===== config.mk =====
export PLATFORM = sky130hd
export DESIGN_NAME = aluExecTop
export DESIGN_NICKNAME = d
export VERILOG_FILES = /design/src/hdl/aluExecPkg.sv /design/src/hdl/claAdder16.sv /design/src/hdl/psaAdder16.sv /design/src/hdl/redUnit.sv /design/src/hdl/shifter16.sv /design/src/hdl/alu.sv /design/src/hdl/apbRegs.sv /design/src/hdl/flagWriteback.sv /design/src/hdl/aluExecTop.sv
export SDC_FILE = /design/constraint.sdc
export NUM_CORES = 1
export LEC_CHECK = 0
export BUFFER_PORTS_ARGS = -buffer_cell sky130_fd_sc_hd__buf_2
export CORE_ASPECT_RATIO = 0.7
export CORE_MARGIN = 4
export CORE_UTILIZATION = 60
export DETAILED_ROUTE_END_ITERATION = 10
export PLACE_DENSITY = 0.85
export RECOVER_POWER = 25
export SYNTH_ARGS = -nofsm -noshare
export SYNTH_HDL_FRONTEND = slang
export SYNTH_SLANG_ARGS = --single-unit
export TNS_END_PERCENT = 100

===== constraint.sdc =====
create_clock -name clk -period 14.1 [get_ports clk]
set_input_delay 2.82 -clock clk [delete_from_list [all_inputs] [get_ports clk]]
set_output_delay 2.82 -clock clk [all_outputs]
set_load 0.005 [all_outputs]

===== src/hdl/aluExecPkg.sv =====
package aluExecPkg;

  //////////////////////////////////////////////////
  // Sizes
  //////////////////////////////////////////////////
  localparam int dataWidth   = 16;                // One data word
  localparam int regCount    = 16;                // General registers
  localparam int regIdxWidth = $clog2(regCount);  // Register select field
  localparam int opWidth     = 4;
  localparam int immWidth    = 4;
  localparam int addrWidth   = 7;                 // APB byte address

  // Opcodes
  localparam logic [opWidth-1:0] opAdd    = 4'h0;
  localparam logic [opWidth-1:0] opSub    = 4'h1;
  localparam logic [opWidth-1:0] opXor    = 4'h2;
  localparam logic [opWidth-1:0] opRed    = 4'h3;
  localparam logic [opWidth-1:0] opSll    = 4'h4;
  localparam logic [opWidth-1:0] opSra    = 4'h5;
  localparam logic [opWidth-1:0] opRor    = 4'h6;
  localparam logic [opWidth-1:0] opPaddsb = 4'h7;
  localparam logic [opWidth-1:0] opLw     = 4'h8;
  localparam logic [opWidth-1:0] opSw     = 4'h9;

  // Register map, byte addresses
  localparam logic [addrWidth-1:0] regBase  = 7'h00;  // 0x00..0x3C, word aligned
  localparam logic [addrWidth-1:0] cmdAddr  = 7'h40;  // Write only
  localparam logic [addrWidth-1:0] flagAddr = 7'h44;  // Read only
  localparam logic [addrWidth-1:0] errAddr  = 7'h48;  // Any write clears

  // Bit positions in the FLAGS word
  localparam int flagNBit = 2;
  localparam int flagVBit = 1;
  localparam int flagZBit = 0;

  // Saturation limits
  localparam logic [dataWidth-1:0] satPos = 16'h7FFF;
  localparam logic [dataWidth-1:0] satNeg = 16'h8000;

  //////////////////////////////////////////////////
  // Instruction word
  //////////////////////////////////////////////////
  typedef struct packed {
    logic [opWidth-1:0]     opcode;
    logic [regIdxWidth-1:0] rd;
    logic [regIdxWidth-1:0] rs;
    logic [regIdxWidth-1:0] rt;
  } rFmtT;

  typedef struct packed {
    logic [opWidth-1:0]     opcode;
    logic [regIdxWidth-1:0] rd;
    logic [regIdxWidth-1:0] rs;
    logic [immWidth-1:0]    imm;     // Shift amount or signed word offset
  } iFmtT;

  typedef union packed {
    rFmtT rFmt;  // Register-register view
    iFmtT iFmt;  // Immediate view
  } instrWord;

endpackage


===== src/hdl/claAdder16.sv =====
`timescale 1ns/1ps
`default_nettype none

module claAdder16 import aluExecPkg::*; (
  input  logic [dataWidth-1:0] a,
  input  logic [dataWidth-1:0] b,
  input  logic                 sub,      // 1 = a - b
  output logic [dataWidth-1:0] sum,
  output logic                 posOvfl,  // Wrapped past max positive
  output logic                 negOvfl   // Wrapped past min negative
);

  logic [dataWidth-1:0] bEff;               // b after optional inversion
  logic [dataWidth-1:0] gen;
  logic [dataWidth-1:0] prop;
  logic [dataWidth-1:0] carry;              // Carry into each bit
  logic [2:0]           grpGen, grpProp;    // Top group output not needed
  logic [3:0]           grpCin;             // Carry into each 4-bit group

  assign bEff = sub ? ~b : b;               // +1 comes in as carry
  assign gen  = a & bEff;
  assign prop = a ^ bEff;

  // Group generate and propagate, lower three groups
  always_comb begin
    for (int k = 0; k < 3; k++) begin
      grpProp[k] = &prop[4*k +: 4];
      grpGen[k]  = gen[4*k+3] | (prop[4*k+3] & gen[4*k+2]) |
                   (prop[4*k+3] & prop[4*k+2] & gen[4*k+1]) |
                   (prop[4*k+3] & prop[4*k+2] & prop[4*k+1] & gen[4*k]);
    end
  end

  //////////////////////////////////////////////////
  // Second level lookahead
  //////////////////////////////////////////////////
  assign grpCin[0] = sub;
  assign grpCin[1] = grpGen[0] | (grpProp[0] & sub);
  assign grpCin[2] = grpGen[1] | (grpProp[1] & grpGen[0]) |
                     (grpProp[1] & grpProp[0] & sub);
  assign grpCin[3] = grpGen[2] | (grpProp[2] & grpGen[1]) |
                     (grpProp[2] & grpProp[1] & grpGen[0]) | (&grpProp & sub);

  // Bit carries inside a group
  always_comb begin
    for (int k = 0; k < 4; k++) begin
      carry[4*k] = grpCin[k];
      for (int j = 1; j < 4; j++) begin
        carry[4*k+j] = gen[4*k+j-1] | (prop[4*k+j-1] & carry[4*k+j-1]);
      end
    end
  end

  assign sum = prop ^ carry;

  // Sign based overflow on the effective operands
  assign posOvfl = ~a[dataWidth-1] & ~bEff[dataWidth-1] & sum[dataWidth-1];
  assign negOvfl = a[dataWidth-1] & bEff[dataWidth-1] & ~sum[dataWidth-1];

endmodule

`default_nettype wire


===== src/hdl/psaAdder16.sv =====
`timescale 1ns/1ps
`default_nettype none

module psaAdder16 import aluExecPkg::*; (
  input  logic [dataWidth-1:0] a,
  input  logic [dataWidth-1:0] b,
  output logic [dataWidth-1:0] sum
);

  logic signed [4:0] nibSum [4];  // Raw nibble sums, one guard bit

  // Each nibble lane is independent, no carry between lanes
  always_comb begin
    for (int k = 0; k < 4; k++) begin
      nibSum[k] = $signed({a[4*k+3], a[4*k +: 4]}) +
                  $signed({b[4*k+3], b[4*k +: 4]});
      if (nibSum[k] > 5'sd7) begin
        sum[4*k +: 4] = 4'h7;              // Clamp to +7
      end else if (nibSum[k] < -5'sd8) begin
        sum[4*k +: 4] = 4'h8;              // Clamp to -8
      end else begin
        sum[4*k +: 4] = nibSum[k][3:0];    // In range
      end
    end
  end

endmodule

`default_nettype wire


===== src/hdl/redUnit.sv =====
`timescale 1ns/1ps
`default_nettype none

module redUnit import aluExecPkg::*; (
  input  logic [dataWidth-1:0] a,
  input  logic [dataWidth-1:0] b,
  output logic [dataWidth-1:0] sum
);

  logic signed [8:0] hiSum;   // a[15:8] + b[15:8]
  logic signed [8:0] loSum;   // a[7:0] + b[7:0]
  logic signed [9:0] total;   // -512..508, never wraps

  //////////////////////////////////////////////////
  // Two level adder tree over signed bytes
  //////////////////////////////////////////////////
  assign hiSum = $signed({a[15], a[15:8]}) + $signed({b[15], b[15:8]});
  assign loSum = $signed({a[7], a[7:0]}) + $signed({b[7], b[7:0]});

  // Second level, one more guard bit
  assign total = $signed({hiSum[8], hiSum}) + $signed({loSum[8], loSum});

  // No saturation, just sign extend
  assign sum = {{(dataWidth-10){total[9]}}, total};

endmodule

`default_nettype wire


===== src/hdl/shifter16.sv =====
`timescale 1ns/1ps
`default_nettype none

module shifter16 import aluExecPkg::*; (
  input  logic [dataWidth-1:0] shiftIn,
  input  logic [1:0]           mode,      // 0 SLL, 1 SRA, 2 ROR
  input  logic [3:0]           amount,
  output logic [dataWidth-1:0] shiftOut
);

  logic [dataWidth-1:0] stage [5];        // stage[s] feeds shift by 2**s

  // Log shifter, stage s shifts by 1, 2, 4 or 8
  always_comb begin
    stage[0] = shiftIn;
    for (int s = 0; s < 4; s++) begin
      if (amount[s]) begin
        case (mode)
          2'd0: stage[s+1] = stage[s] << (1 << s);
          2'd1: stage[s+1] = $signed(stage[s]) >>> (1 << s);   // Sign fill
          2'd2: stage[s+1] = (stage[s] >> (1 << s)) |
                             (stage[s] << (dataWidth - (1 << s)));
          default: stage[s+1] = stage[s];                     // Unused mode
        endcase
      end else begin
        stage[s+1] = stage[s];  // Bypass
      end
    end
  end

  assign shiftOut = stage[4];

endmodule

`default_nettype wire


===== src/hdl/alu.sv =====
`timescale 1ns/1ps
`default_nettype none

module alu import aluExecPkg::*; (
  input  logic [opWidth-1:0]   opcode,
  input  logic [dataWidth-1:0] opA,
  input  logic [dataWidth-1:0] opB,
  output logic [dataWidth-1:0] result,
  output logic                 nFlag,
  output logic                 vFlag,
  output logic                 zFlag,
  output logic                 nvUpd,    // Load N and V
  output logic                 zUpd,     // Load Z
  output logic                 illegal   // Opcode 0xA..0xF
);

  logic                 memOp;       // LW or SW address calc
  logic [dataWidth-1:0] addA, addB;
  logic [dataWidth-1:0] rawSum, satSum;
  logic                 posOvfl, negOvfl;
  logic [dataWidth-1:0] xorOut, psaOut, redOut, shiftOut;

  //////////////////////////////////////////////////
  // Adder path shared by ADD, SUB, LW and SW
  //////////////////////////////////////////////////
  assign memOp = (opcode == opLw) || (opcode == opSw);
  assign addA  = memOp ? {opA[dataWidth-1:1], 1'b0} : opA;  // Word aligned base
  assign addB  = memOp ? (opB << 1) : opB;                  // Offset in words

  claAdder16 u_claAdder16 (
    .a       (addA),
    .b       (addB),
    .sub     (opcode == opSub),
    .sum     (rawSum),
    .posOvfl (posOvfl),
    .negOvfl (negOvfl)
  );

  assign satSum = posOvfl ? satPos : negOvfl ? satNeg : rawSum;

  assign xorOut = opA ^ opB;

  psaAdder16 u_psaAdder16 (.a(opA), .b(opB), .sum(psaOut));

  redUnit u_redUnit (.a(opA), .b(opB), .sum(redOut));

  // Mode from the low opcode bits and amount from the low imm bits
  shifter16 u_shifter16 (
    .shiftIn  (opA),
    .mode     (opcode[1:0]),
    .amount   (opB[3:0]),
    .shiftOut (shiftOut)
  );

  //////////////////////////////////////////////////
  // Result select and flag enables
  //////////////////////////////////////////////////
  always_comb begin
    result  = '0;
    nvUpd   = 1'b0;
    zUpd    = 1'b0;
    illegal = 1'b0;
    case (opcode)
      opAdd, opSub: begin
        result = satSum;
        nvUpd  = 1'b1;
        zUpd   = 1'b1;
      end
      opXor: begin
        result = xorOut;
        zUpd   = 1'b1;
      end
      opSll, opSra, opRor: begin
        result = shiftOut;
        zUpd   = 1'b1;
      end
      opRed:      result = redOut;      // No flags
      opPaddsb:   result = psaOut;      // No flags
      opLw, opSw: result = satSum;      // Address only
      default:    illegal = 1'b1;
    endcase
  end

  assign nFlag = satSum[dataWidth-1];  // Sign of the saturated sum
  assign vFlag = posOvfl | negOvfl;
  assign zFlag = (result == '0);

endmodule

`default_nettype wire


===== src/hdl/apbRegs.sv =====
`timescale 1ns/1ps
`default_nettype none

module apbRegs import aluExecPkg::*; (
  input  logic                   clk,
  input  logic                   rstN,
  // APB slave
  input  logic                   psel,
  input  logic                   penable,
  input  logic                   pwrite,
  input  logic [addrWidth-1:0]   paddr,
  input  logic [dataWidth-1:0]   pwdata,
  output logic [dataWidth-1:0]   prdata,
  output logic                   pready,
  output logic                   pslverr,
  // Writeback port
  input  logic                   wbEn,
  input  logic [regIdxWidth-1:0] wbAddr,
  input  logic [dataWidth-1:0]   wbData,
  // Status readback
  input  logic [2:0]             flags,
  input  logic                   errBit,
  // Issue
  output logic                   issueValid,
  output logic [opWidth-1:0]     opcode,
  output logic [regIdxWidth-1:0] rd,
  output logic [dataWidth-1:0]   opA,
  output logic [dataWidth-1:0]   opB,
  output logic                   errClr
);

  logic [dataWidth-1:0]   regFile [regCount];
  logic                   access, wrAcc, rdAcc;
  logic [addrWidth-1:0]   regOfs;            // Offset from register base
  logic [regIdxWidth-1:0] regIdx;
  logic                   regHit, cmdHit, flagHit, errHit;
  logic                   hostRegWr;
  instrWord               cmd;               // pwdata seen as an instruction
  logic [dataWidth-1:0]   immSext, immZext;

  //////////////////////////////////////////////////
  // APB decode
  //////////////////////////////////////////////////
  assign access = psel & penable;           // Access phase completes at this edge
  assign wrAcc  = access & pwrite;
  assign rdAcc  = access & ~pwrite;

  assign regOfs  = paddr - regBase;
  assign regIdx  = regOfs[2 +: regIdxWidth];
  assign regHit  = (regOfs < addrWidth'(4 * regCount)) && (regOfs[1:0] == 2'b00);
  assign cmdHit  = (paddr == cmdAddr);
  assign flagHit = (paddr == flagAddr);
  assign errHit  = (paddr == errAddr);

  assign hostRegWr = wrAcc & regHit;

  assign pready  = 1'b1;                                   // No wait states
  assign pslverr = (rdAcc & cmdHit) | (wrAcc & flagHit);   // CMD is write only and FLAGS read only

  assign prdata = regHit  ? regFile[regIdx] :
                  flagHit ? dataWidth'(flags) :
                  errHit  ? dataWidth'(errBit) : '0;

  // Register file with host and writeback ports
  always_ff @(posedge clk or negedge rstN) begin
    if (!rstN) begin
      for (int i = 0; i < regCount; i++) begin
        regFile[i] <= '0;
      end
    end else begin
      if (hostRegWr) begin
        regFile[regIdx] <= pwdata;
      end
      if (wbEn) begin
        regFile[wbAddr] <= wbData;
      end
    end
  end

  //////////////////////////////////////////////////
  // Issue stage
  //////////////////////////////////////////////////
  assign cmd     = pwdata;
  assign immSext = {{(dataWidth-immWidth){cmd.iFmt.imm[immWidth-1]}}, cmd.iFmt.imm};
  assign immZext = dataWidth'(cmd.iFmt.imm);

  always_ff @(posedge clk or negedge rstN) begin
    if (!rstN) begin
      issueValid <= 1'b0;
      errClr     <= 1'b0;
    end else begin
      issueValid <= wrAcc & cmdHit;  // One cycle pulse per command
      errClr     <= wrAcc & errHit;
    end
  end

  // Operand capture at the command edge
  always_ff @(posedge clk) begin
    if (wrAcc && cmdHit) begin
      opcode <= cmd.rFmt.opcode;
      rd     <= cmd.rFmt.rd;
      opA    <= regFile[cmd.rFmt.rs];
      case (cmd.rFmt.opcode)
        opLw, opSw:          opB <= immSext;                // Signed word offset
        opSll, opSra, opRor: opB <= immZext;                // Shift amount
        default:             opB <= regFile[cmd.rFmt.rt];
      endcase
    end
  end

  // Back-to-back commands are impossible under APB timing
  issuePulse: assert property (@(posedge clk) disable iff (!rstN)
    issueValid |=> !issueValid);

  // Host writes and writeback are kept apart by APB timing
  wbHostClash: assert property (@(posedge clk) disable iff (!rstN)
    !(wbEn && hostRegWr && (wbAddr == regIdx)));

endmodule

`default_nettype wire


===== src/hdl/flagWriteback.sv =====
`timescale 1ns/1ps
`default_nettype none

module flagWriteback import aluExecPkg::*; (
  input  logic                   clk,
  input  logic                   rstN,
  input  logic                   issueValid,
  input  logic [regIdxWidth-1:0] rd,
  input  logic [dataWidth-1:0]   result,
  input  logic                   nFlag,
  input  logic                   vFlag,
  input  logic                   zFlag,
  input  logic                   nvUpd,
  input  logic                   zUpd,
  input  logic                   illegal,
  input  logic                   errClr,
  output logic                   wbEn,
  output logic [regIdxWidth-1:0] wbAddr,
  output logic [dataWidth-1:0]   wbData,
  output logic [2:0]             flags,    // {N, V, Z}
  output logic                   errBit    // Sticky illegal opcode
);

  //////////////////////////////////////////////////
  // Writeback lands in the register file at E0+1
  //////////////////////////////////////////////////
  assign wbEn   = issueValid & ~illegal;   // Illegal ops write nothing
  assign wbAddr = rd;
  assign wbData = result;

  // Only the flags the op defines are loaded
  always_ff @(posedge clk or negedge rstN) begin
    if (!rstN) begin
      flags <= '0;
    end else if (issueValid) begin
      if (nvUpd) begin
        flags[flagNBit] <= nFlag;
        flags[flagVBit] <= vFlag;
      end
      if (zUpd) begin
        flags[flagZBit] <= zFlag;
      end
    end
  end

  // Sticky error bit where a set wins over a clear
  always_ff @(posedge clk or negedge rstN) begin
    if (!rstN) begin
      errBit <= 1'b0;
    end else if (issueValid && illegal) begin
      errBit <= 1'b1;
    end else if (errClr) begin
      errBit <= 1'b0;
    end
  end

  // Flags hold and no write comes next after an illegal issue
  illegalNoWb: assert property (@(posedge clk) disable iff (!rstN)
    (issueValid && illegal) |=> (!wbEn && $stable(flags)));

endmodule

`default_nettype wire


===== src/hdl/aluExecTop.sv =====
`timescale 1ns/1ps
`default_nettype none

module aluExecTop import aluExecPkg::*; (
  input  logic                 clk,
  input  logic                 rstN,
  input  logic                 psel,
  input  logic                 penable,
  input  logic                 pwrite,
  input  logic [addrWidth-1:0] paddr,
  input  logic [dataWidth-1:0] pwdata,
  output logic [dataWidth-1:0] prdata,
  output logic                 pready,
  output logic                 pslverr
);

  // Issue side
  logic                   issueValid;
  logic [opWidth-1:0]     opcode;
  logic [regIdxWidth-1:0] rd;
  logic [dataWidth-1:0]   opA, opB;
  logic                   errClr;
  // ALU outputs
  logic [dataWidth-1:0]   result;
  logic                   nFlag, vFlag, zFlag;
  logic                   nvUpd, zUpd, illegal;
  // Writeback and status
  logic                   wbEn;
  logic [regIdxWidth-1:0] wbAddr;
  logic [dataWidth-1:0]   wbData;
  logic [2:0]             flags;
  logic                   errBit;

  apbRegs u_apbRegs (
    .clk, .rstN, .psel, .penable, .pwrite, .paddr, .pwdata,
    .prdata, .pready, .pslverr,
    .wbEn, .wbAddr, .wbData, .flags, .errBit,
    .issueValid, .opcode, .rd, .opA, .opB, .errClr
  );

  alu u_alu (
    .opcode, .opA, .opB, .result,
    .nFlag, .vFlag, .zFlag, .nvUpd, .zUpd, .illegal
  );

  flagWriteback u_flagWriteback (
    .clk, .rstN, .issueValid, .rd, .result,
    .nFlag, .vFlag, .zFlag, .nvUpd, .zUpd, .illegal, .errClr,
    .wbEn, .wbAddr, .wbData, .flags, .errBit
  );

endmodule

`default_nettype wire


Word-level counts from Yosys, hierarchy flattened:

Index checks and enable logic that the tools add are counted.

* register bits: 302
* input bits: 28

* $add $sub $neg: 7
* $lt $le $gt $ge: 15
* equal/unequal tests: 19
* muxes and demuxes: 48
* bitwise operators: 94
* reduce and logical (&&, ||, !) cells: 24

Operators with widths (count)
* $bwmux 256: 2
* $mux 256: 2
* $mux 16: 18
* $bmux 16 s4: 3
* $pmux 16 s3: 4
* $demux 16 s4: 2
* $pmux 16 s5: 1
* $and 1x1->1: 48
* $xor 16x16->16: 3
* $mux 4: 8
* $pmux 16 s2: 1
* $or 1x1->1: 29
* $eq 4x3->1 const B: 7
* $eq 7x7->1 const B: 3
* $add 4x4->5: 4
* $ge 5x5->1 const B: 4
* $gt 5x4->1 const B: 4
* $lt 5x4->1 const B: 4
* $not 4->5: 4
* $add 8x8->9: 2
* $eq 4x4->1 const B: 4
* $logic_not 16->1: 1
* $not 16->16: 1
* $or 12x16->16: 1
* 26 further kinds: 47

Longest topological paths before layout:

* depth after elaboration: 28
* gate-level depth with buffers: 32
* depth with buffers taken out: 25

Cells and area by module:

From an unflattened synthesis, not the netlist that was laid out.

* cells, all modules: 2653
* area total of the unflattened synthesis: 26462.9 µm²

Modules (own cells, without submodules)
* apbRegs: times used 1, cells each 1724, area an instance 19713.9 µm², sequential area each 7657.3 µm²
* shifter16: times used 1, cells each 399, area an instance 2573.7 µm², sequential area each 0.0 µm²
* psaAdder16: times used 1, cells each 156, area an instance 1082.3 µm², sequential area each 0.0 µm²
* alu: times used 1, cells each 142, area an instance 1067.3 µm², sequential area each 0.0 µm²
* redUnit: times used 1, cells each 99, area an instance 854.6 µm², sequential area each 0.0 µm²
* claAdder16: times used 1, cells each 100, area an instance 847.1 µm², sequential area each 0.0 µm²
* flagWriteback: times used 1, cells each 33, area an instance 324.1 µm², sequential area each 100.1 µm²

Worst setup path before layout:

Ideal clock, no wire load.

* path type: input -> register
* start: input port paddr[3]
* end: register u_apbRegs.opA[0], enable pin
* data arrival time: 7.455 ns
* data required time: 13.560 ns
* path slack: 6.106 ns
* stages on the path: 4
* path through: clkbuf_1 -> clkbuf_1 -> buf_1 -> nor4_1

* word-level cells in the longest chain between the ends: 2

Ends and longest elaborated chain
* start: declaration: RTL line aluExecTop.sv:10 `input logic [addrWidth-1:0] paddr,`
* $eq 7x7->1: RTL line apbRegs.sv:51 `assign cmdHit = (paddr == cmdAddr);`
* $logic_and 1x1->1: RTL line apbRegs.sv:99 `if (wrAcc && cmdHit) begin`
* end signal: assignment: RTL line apbRegs.sv:102 `opA <= regFile[cmd.rFmt.rs];`
* end: declaration: RTL line apbRegs.sv:27 `output logic [dataWidth-1:0] opA,`

Every way passes these cells.
A chain may end at the register's enable or synchronous reset.

Worst setup path after layout:

* start: register u_apbRegs.opcode[1]
* end: register u_flagWriteback.flags[0]

* word-level cells in the longest chain between the ends: 27
* elaborated cells on any way between the ends: 113
* those cells by class: 11 x eq/ne; 15 x mux; 75 x bitwise; 12 x reduce/logical

Ends and longest elaborated chain
* start: declaration: RTL line apbRegs.sv:25 `output logic [opWidth-1:0] opcode,`
* start signal: assignment: RTL line apbRegs.sv:100 `opcode <= cmd.rFmt.opcode;`
* $eq 4x4->1: RTL line alu.sv:26, alu.sv:63
* $logic_or 1x1->1: RTL line alu.sv:26 `assign memOp = (opcode == opLw) || (opcode == opSw);`
* $mux 16: RTL line alu.sv:28 `assign addB = memOp ? (opB << 1) : opB;`
* $not 16->16: RTL line claAdder16.sv:20 `assign bEff = sub ? ~b : b;`
* $mux 16: RTL line claAdder16.sv:20
* $xor 16x16->16 / $and 15x15->15 (equally long branches): RTL line claAdder16.sv:22, claAdder16.sv:21
* $and 1x1->1 (on tied branches): RTL line claAdder16.sv:28, claAdder16.sv:29, claAdder16.sv:30
* $or 1x1->1 (tied with other cells): RTL line claAdder16.sv:28 `grpGen[k] = gen[4*k+3] | (prop[4*k+3] & gen[4*k+2]) |`
* (+10 left out)
* $and 1x1->1: RTL line claAdder16.sv:49 `carry[4*k+j] = gen[4*k+j-1] | (prop[4*k+j-1] & carry[4*k+j-1]);`
* $or 1x1->1: RTL line claAdder16.sv:49
* $xor 16x16->16: RTL line claAdder16.sv:54 `assign sum = prop ^ carry;`
* $not 1->1: RTL line claAdder16.sv:58 `assign negOvfl = a[dataWidth-1] & bEff[dataWidth-1] & ~sum[dataWidth-1];`
* $and 1x1->1: RTL line claAdder16.sv:58
* $mux 16 (2 in a row): RTL line alu.sv:39 `assign satSum = posOvfl ? satPos : negOvfl ? satNeg : rawSum;`
* $pmux 16 s5: RTL line alu.sv:63 `case (opcode)`
* $logic_not 16->1: RTL line alu.sv:86 `assign zFlag = (result == '0);`
* end signal: indexed assignment: RTL line flagWriteback.sv:37 `flags[flagNBit] <= nFlag;`
* end signal: indexed assignment: RTL line flagWriteback.sv:38 `flags[flagVBit] <= vFlag;`
* end signal: indexed assignment: RTL line flagWriteback.sv:41 `flags[flagZBit] <= zFlag;`
* end: declaration: RTL line flagWriteback.sv:20 `output logic [2:0] flags,`

Parallel ways exist; a longest one is shown, timed or not.

==> flow_summary.yaml <==
timing:
  finalHoldViolations: 0
  max_slew_margin: -2.98
  maxSlewViolCount: 191
  finalSetupTns_ns: 0
  finalSetupViolations: 0
  rsz0062_at_grt: "false"
  skew_ns: 0.0198
  max_freq_mhz: 101
  tightest_slew_ns: 5.97
  fin_crit_sh: 0.704
  min_period_ns: 9.92
logic_synthesis:
  yosysSeqAreaShare: 0.307
  async_reset_ff_frac: 0.868
  syn_nets: 2529
  netlist_area_mm2: 0.0253
  synthDominantCellAreaShare: 0.259
  synth_commonest_cells: "dfrtp_1, a21oi_1, mux4_2"
  synth_cells: 2430
  yosysUniqueCellTypes: 96
  synth_edf_count: 40
  synth_largest_area_cell: "dfrtp_1"
  synth_flop_cell: "dfrtp_1"
  yosysWarnings: 0
  synth_most_common_cell: "dfrtp_1"
  synth-seq-cells: 302
  ys_top_cells_by_area: "dfrtp_1, mux4_2, mux2_2, a21oi_1, edfxtp_1"
  avgSynthCellArea_um2: 10.4
floorplan:
  dieArea_mm2: 0.0455
  num_rows: 62
  io_pins: 46
  die_height_um: 180
  start_util: 0.611
  core_area_mm2: 0.0413
  chipWidth_um: 253
routing:
  drt_iter0_markers: 4040
  vias_per_cell: 7.91
  dr.pass1.iters: 6
  drc: 0
  vias: 22812
  wirelength_um: 93200
  ant_nets: 0
  routedWlPerCell_um: 32.3
setup_path:
  reg2reg_depth: 27
  path_class: "flip-flop to flip-flop"
  worst_path_max_delay_cell: "clkbuf_1"
  required_ns: 14.58
  cp-end-kind: "flip-flop"
  crit_fanout: 56
  r2r_slack_ns: 4.18
  cp_data_arrival_time_ns: 10.40
  worst_setup_path_start_kind: "flip-flop"
  reg2reg_to: "u_flagWriteback.flags[0]"
  crit_top_cell: "a21o_1"
  r2r_start: "u_apbRegs.opcode[1]"
  worst_path_largest_cell_delay_ns: 1.84
global_routing:
  grt_max_degree: 108
  grt_pass1_wl_um: 139000
  grt_overflow: 0
  antenna_found_initial: 0
  grt_pass1_vias: 22362
  grt.total_usage: 0.400
finish:
  fillers: 3092
  finalNetCount: 2418
  syn_to_final_growth_pct: 5.44
  drive_gt1_frac: 0.244
  antenna_cells: 0
hold_path:
  hold_start: "u_apbRegs.errClr"
  hold_class: "flip-flop to flip-flop"
  hold_end: "u_flagWriteback.errBit"
  hold-path-cell-count: 1
clock_network:
  post-cts-setup-buffers: 0
  cts.sinks: 302
  cts-root-buf: "clkbuf_16"
  cts_resized: 0
  cts_made_buffers: 28
  path_clk_slew_ns: 0.07
  holdBufCountCts: 0
  htree_levels: 1
  cts_max_path_buffers: 3
  cts_tree: "yes"
  clk_latency_ns: 0.59
flow_run:
  drv_cap: 3
placement:
  dp.final_hpwl_um: 60000
  portBuffers: 44
  place.gp.congestion: 1.03
pwr:
  max-vdd-ir-drop_v: 0.0000912
  p_leak_nw: 10.6
  power_mw: 1.96
  power_density_mw_per_mm2: 73.4
run_status:
  outcome: "finished with violations"
  violations: "max-capacitance violations, max-slew violations"
[cell families after synthesis]
logic type	count (synthesis)	synth area share
XOR/XNOR	33	0.0114
other	1	0.000148
flip-flops	302	0.307
multiplexers	461	0.303
AND/OR/NAND/NOR	633	0.126
AO/OA/AOI/OAI	648	0.161
adder cells (fa/ha/maj)	76	0.0466
buffers and inverters	276	0.0454
[report_power, final]
part | switching [mW] | internal [mW]
clock network | 0.365 | 0.445
registers | 0.0245 | 0.904
logic | 0.122 | 0.0953
total | 0.511 | 1.44
[critical path, delay by kind of cell (launching register included)]
family          cells  cell delay, ns
flops               1            0.33
fa+ha+maj           4            1.69
compound gates     12            3.55
simple gates        7            1.69
xor+xnor            2            0.42
buf+inv             2            2.07
[registers in the layout, summed over array words and instances, names as in the netlist]
register / flops
u_flagWriteback.flags: 3
u_apbRegs.rd: 4
u_apbRegs.opA: 16
u_apbRegs.errClr: 1
u_apbRegs.opcode: 4
u_flagWriteback.errBit: 1
u_apbRegs.opB: 16
u_apbRegs.regFile: 256
u_apbRegs.issueValid: 1
[final cells by class]
| cell class | count | area (um2) | share of cell area |
|---|---|---|---|
| multi-input cells | 1852 | 16500 | 0.618 |
| flip-flops and latches | 302 | 7760 | 0.291 |
| clock buffers | 39 | 825 | 0.0309 |
| repair buffers | 109 | 707 | 0.0265 |
| well taps | 544 | 681 | 0.0255 |
| clock inverters | 12 | 118 | 0.00441 |
| inverters | 26 | 97.6 | 0.00366 |
[through the flow]
stage / area [um2] / hold WS (ns) / util / cells / setup slack [ns]
after floorplan: 25300 / 0.400 / - / 2430 / 6.11
final: 26700 / 0.438 / 0.645 / 2884 / 4.18
after CTS: 26700 / 0.441 / 0.645 / 2884 / 5.68
after detailed placement: 25700 / 0.431 / 0.622 / 2833 / 5.68
after global routing: 26700 / 0.463 / 0.645 / 2884 / 3.67
after global placement: 25700 / 0.410 / 0.622 / 2833 / 5.81
[how the worst max path moves through the flow]
stage / from / endpoint / cells past startpoint
CTS: paddr[2] / prdata[7] / 6
finish: u_apbRegs.opcode[1] / u_flagWriteback.flags[0] / 27
global placement: paddr[2] / prdata[7] / 6
floorplan: paddr[3] / u_apbRegs.opA[0] / 4
global route: u_apbRegs.opcode[1] / u_flagWriteback.flags[0] / 27
detailed placement: paddr[2] / prdata[7] / 6
[metal layers]
metal | GRT usage | wire [um]
met1 | 0.545 | 32800
met2 | 0.538 | 37400
met3 | 0.208 | 17900
met4 | 0.167 | 5150
met5 | 0 | 0
[layout by cell type, fill, tap and decap left out, drive strengths merged, types with 32 or more instances in the layout]
master | Yosys | routed
a211oi | 124 | 124
a21oi | 249 | 249
buf | 73 | 98
clkbuf | 177 | 50
dfrtp | 262 | 262
edfxtp | 40 | 40
fa | 32 | 32
ha | 39 | 39
mux2 | 150 | 150
mux2i | 83 | 83
mux4 | 228 | 228
nand2 | 153 | 153
nand3 | 33 | 33
nor2 | 181 | 181
nor2b | 140 | 140
o21ai | 132 | 132
(Power assumes the default switching activity.)
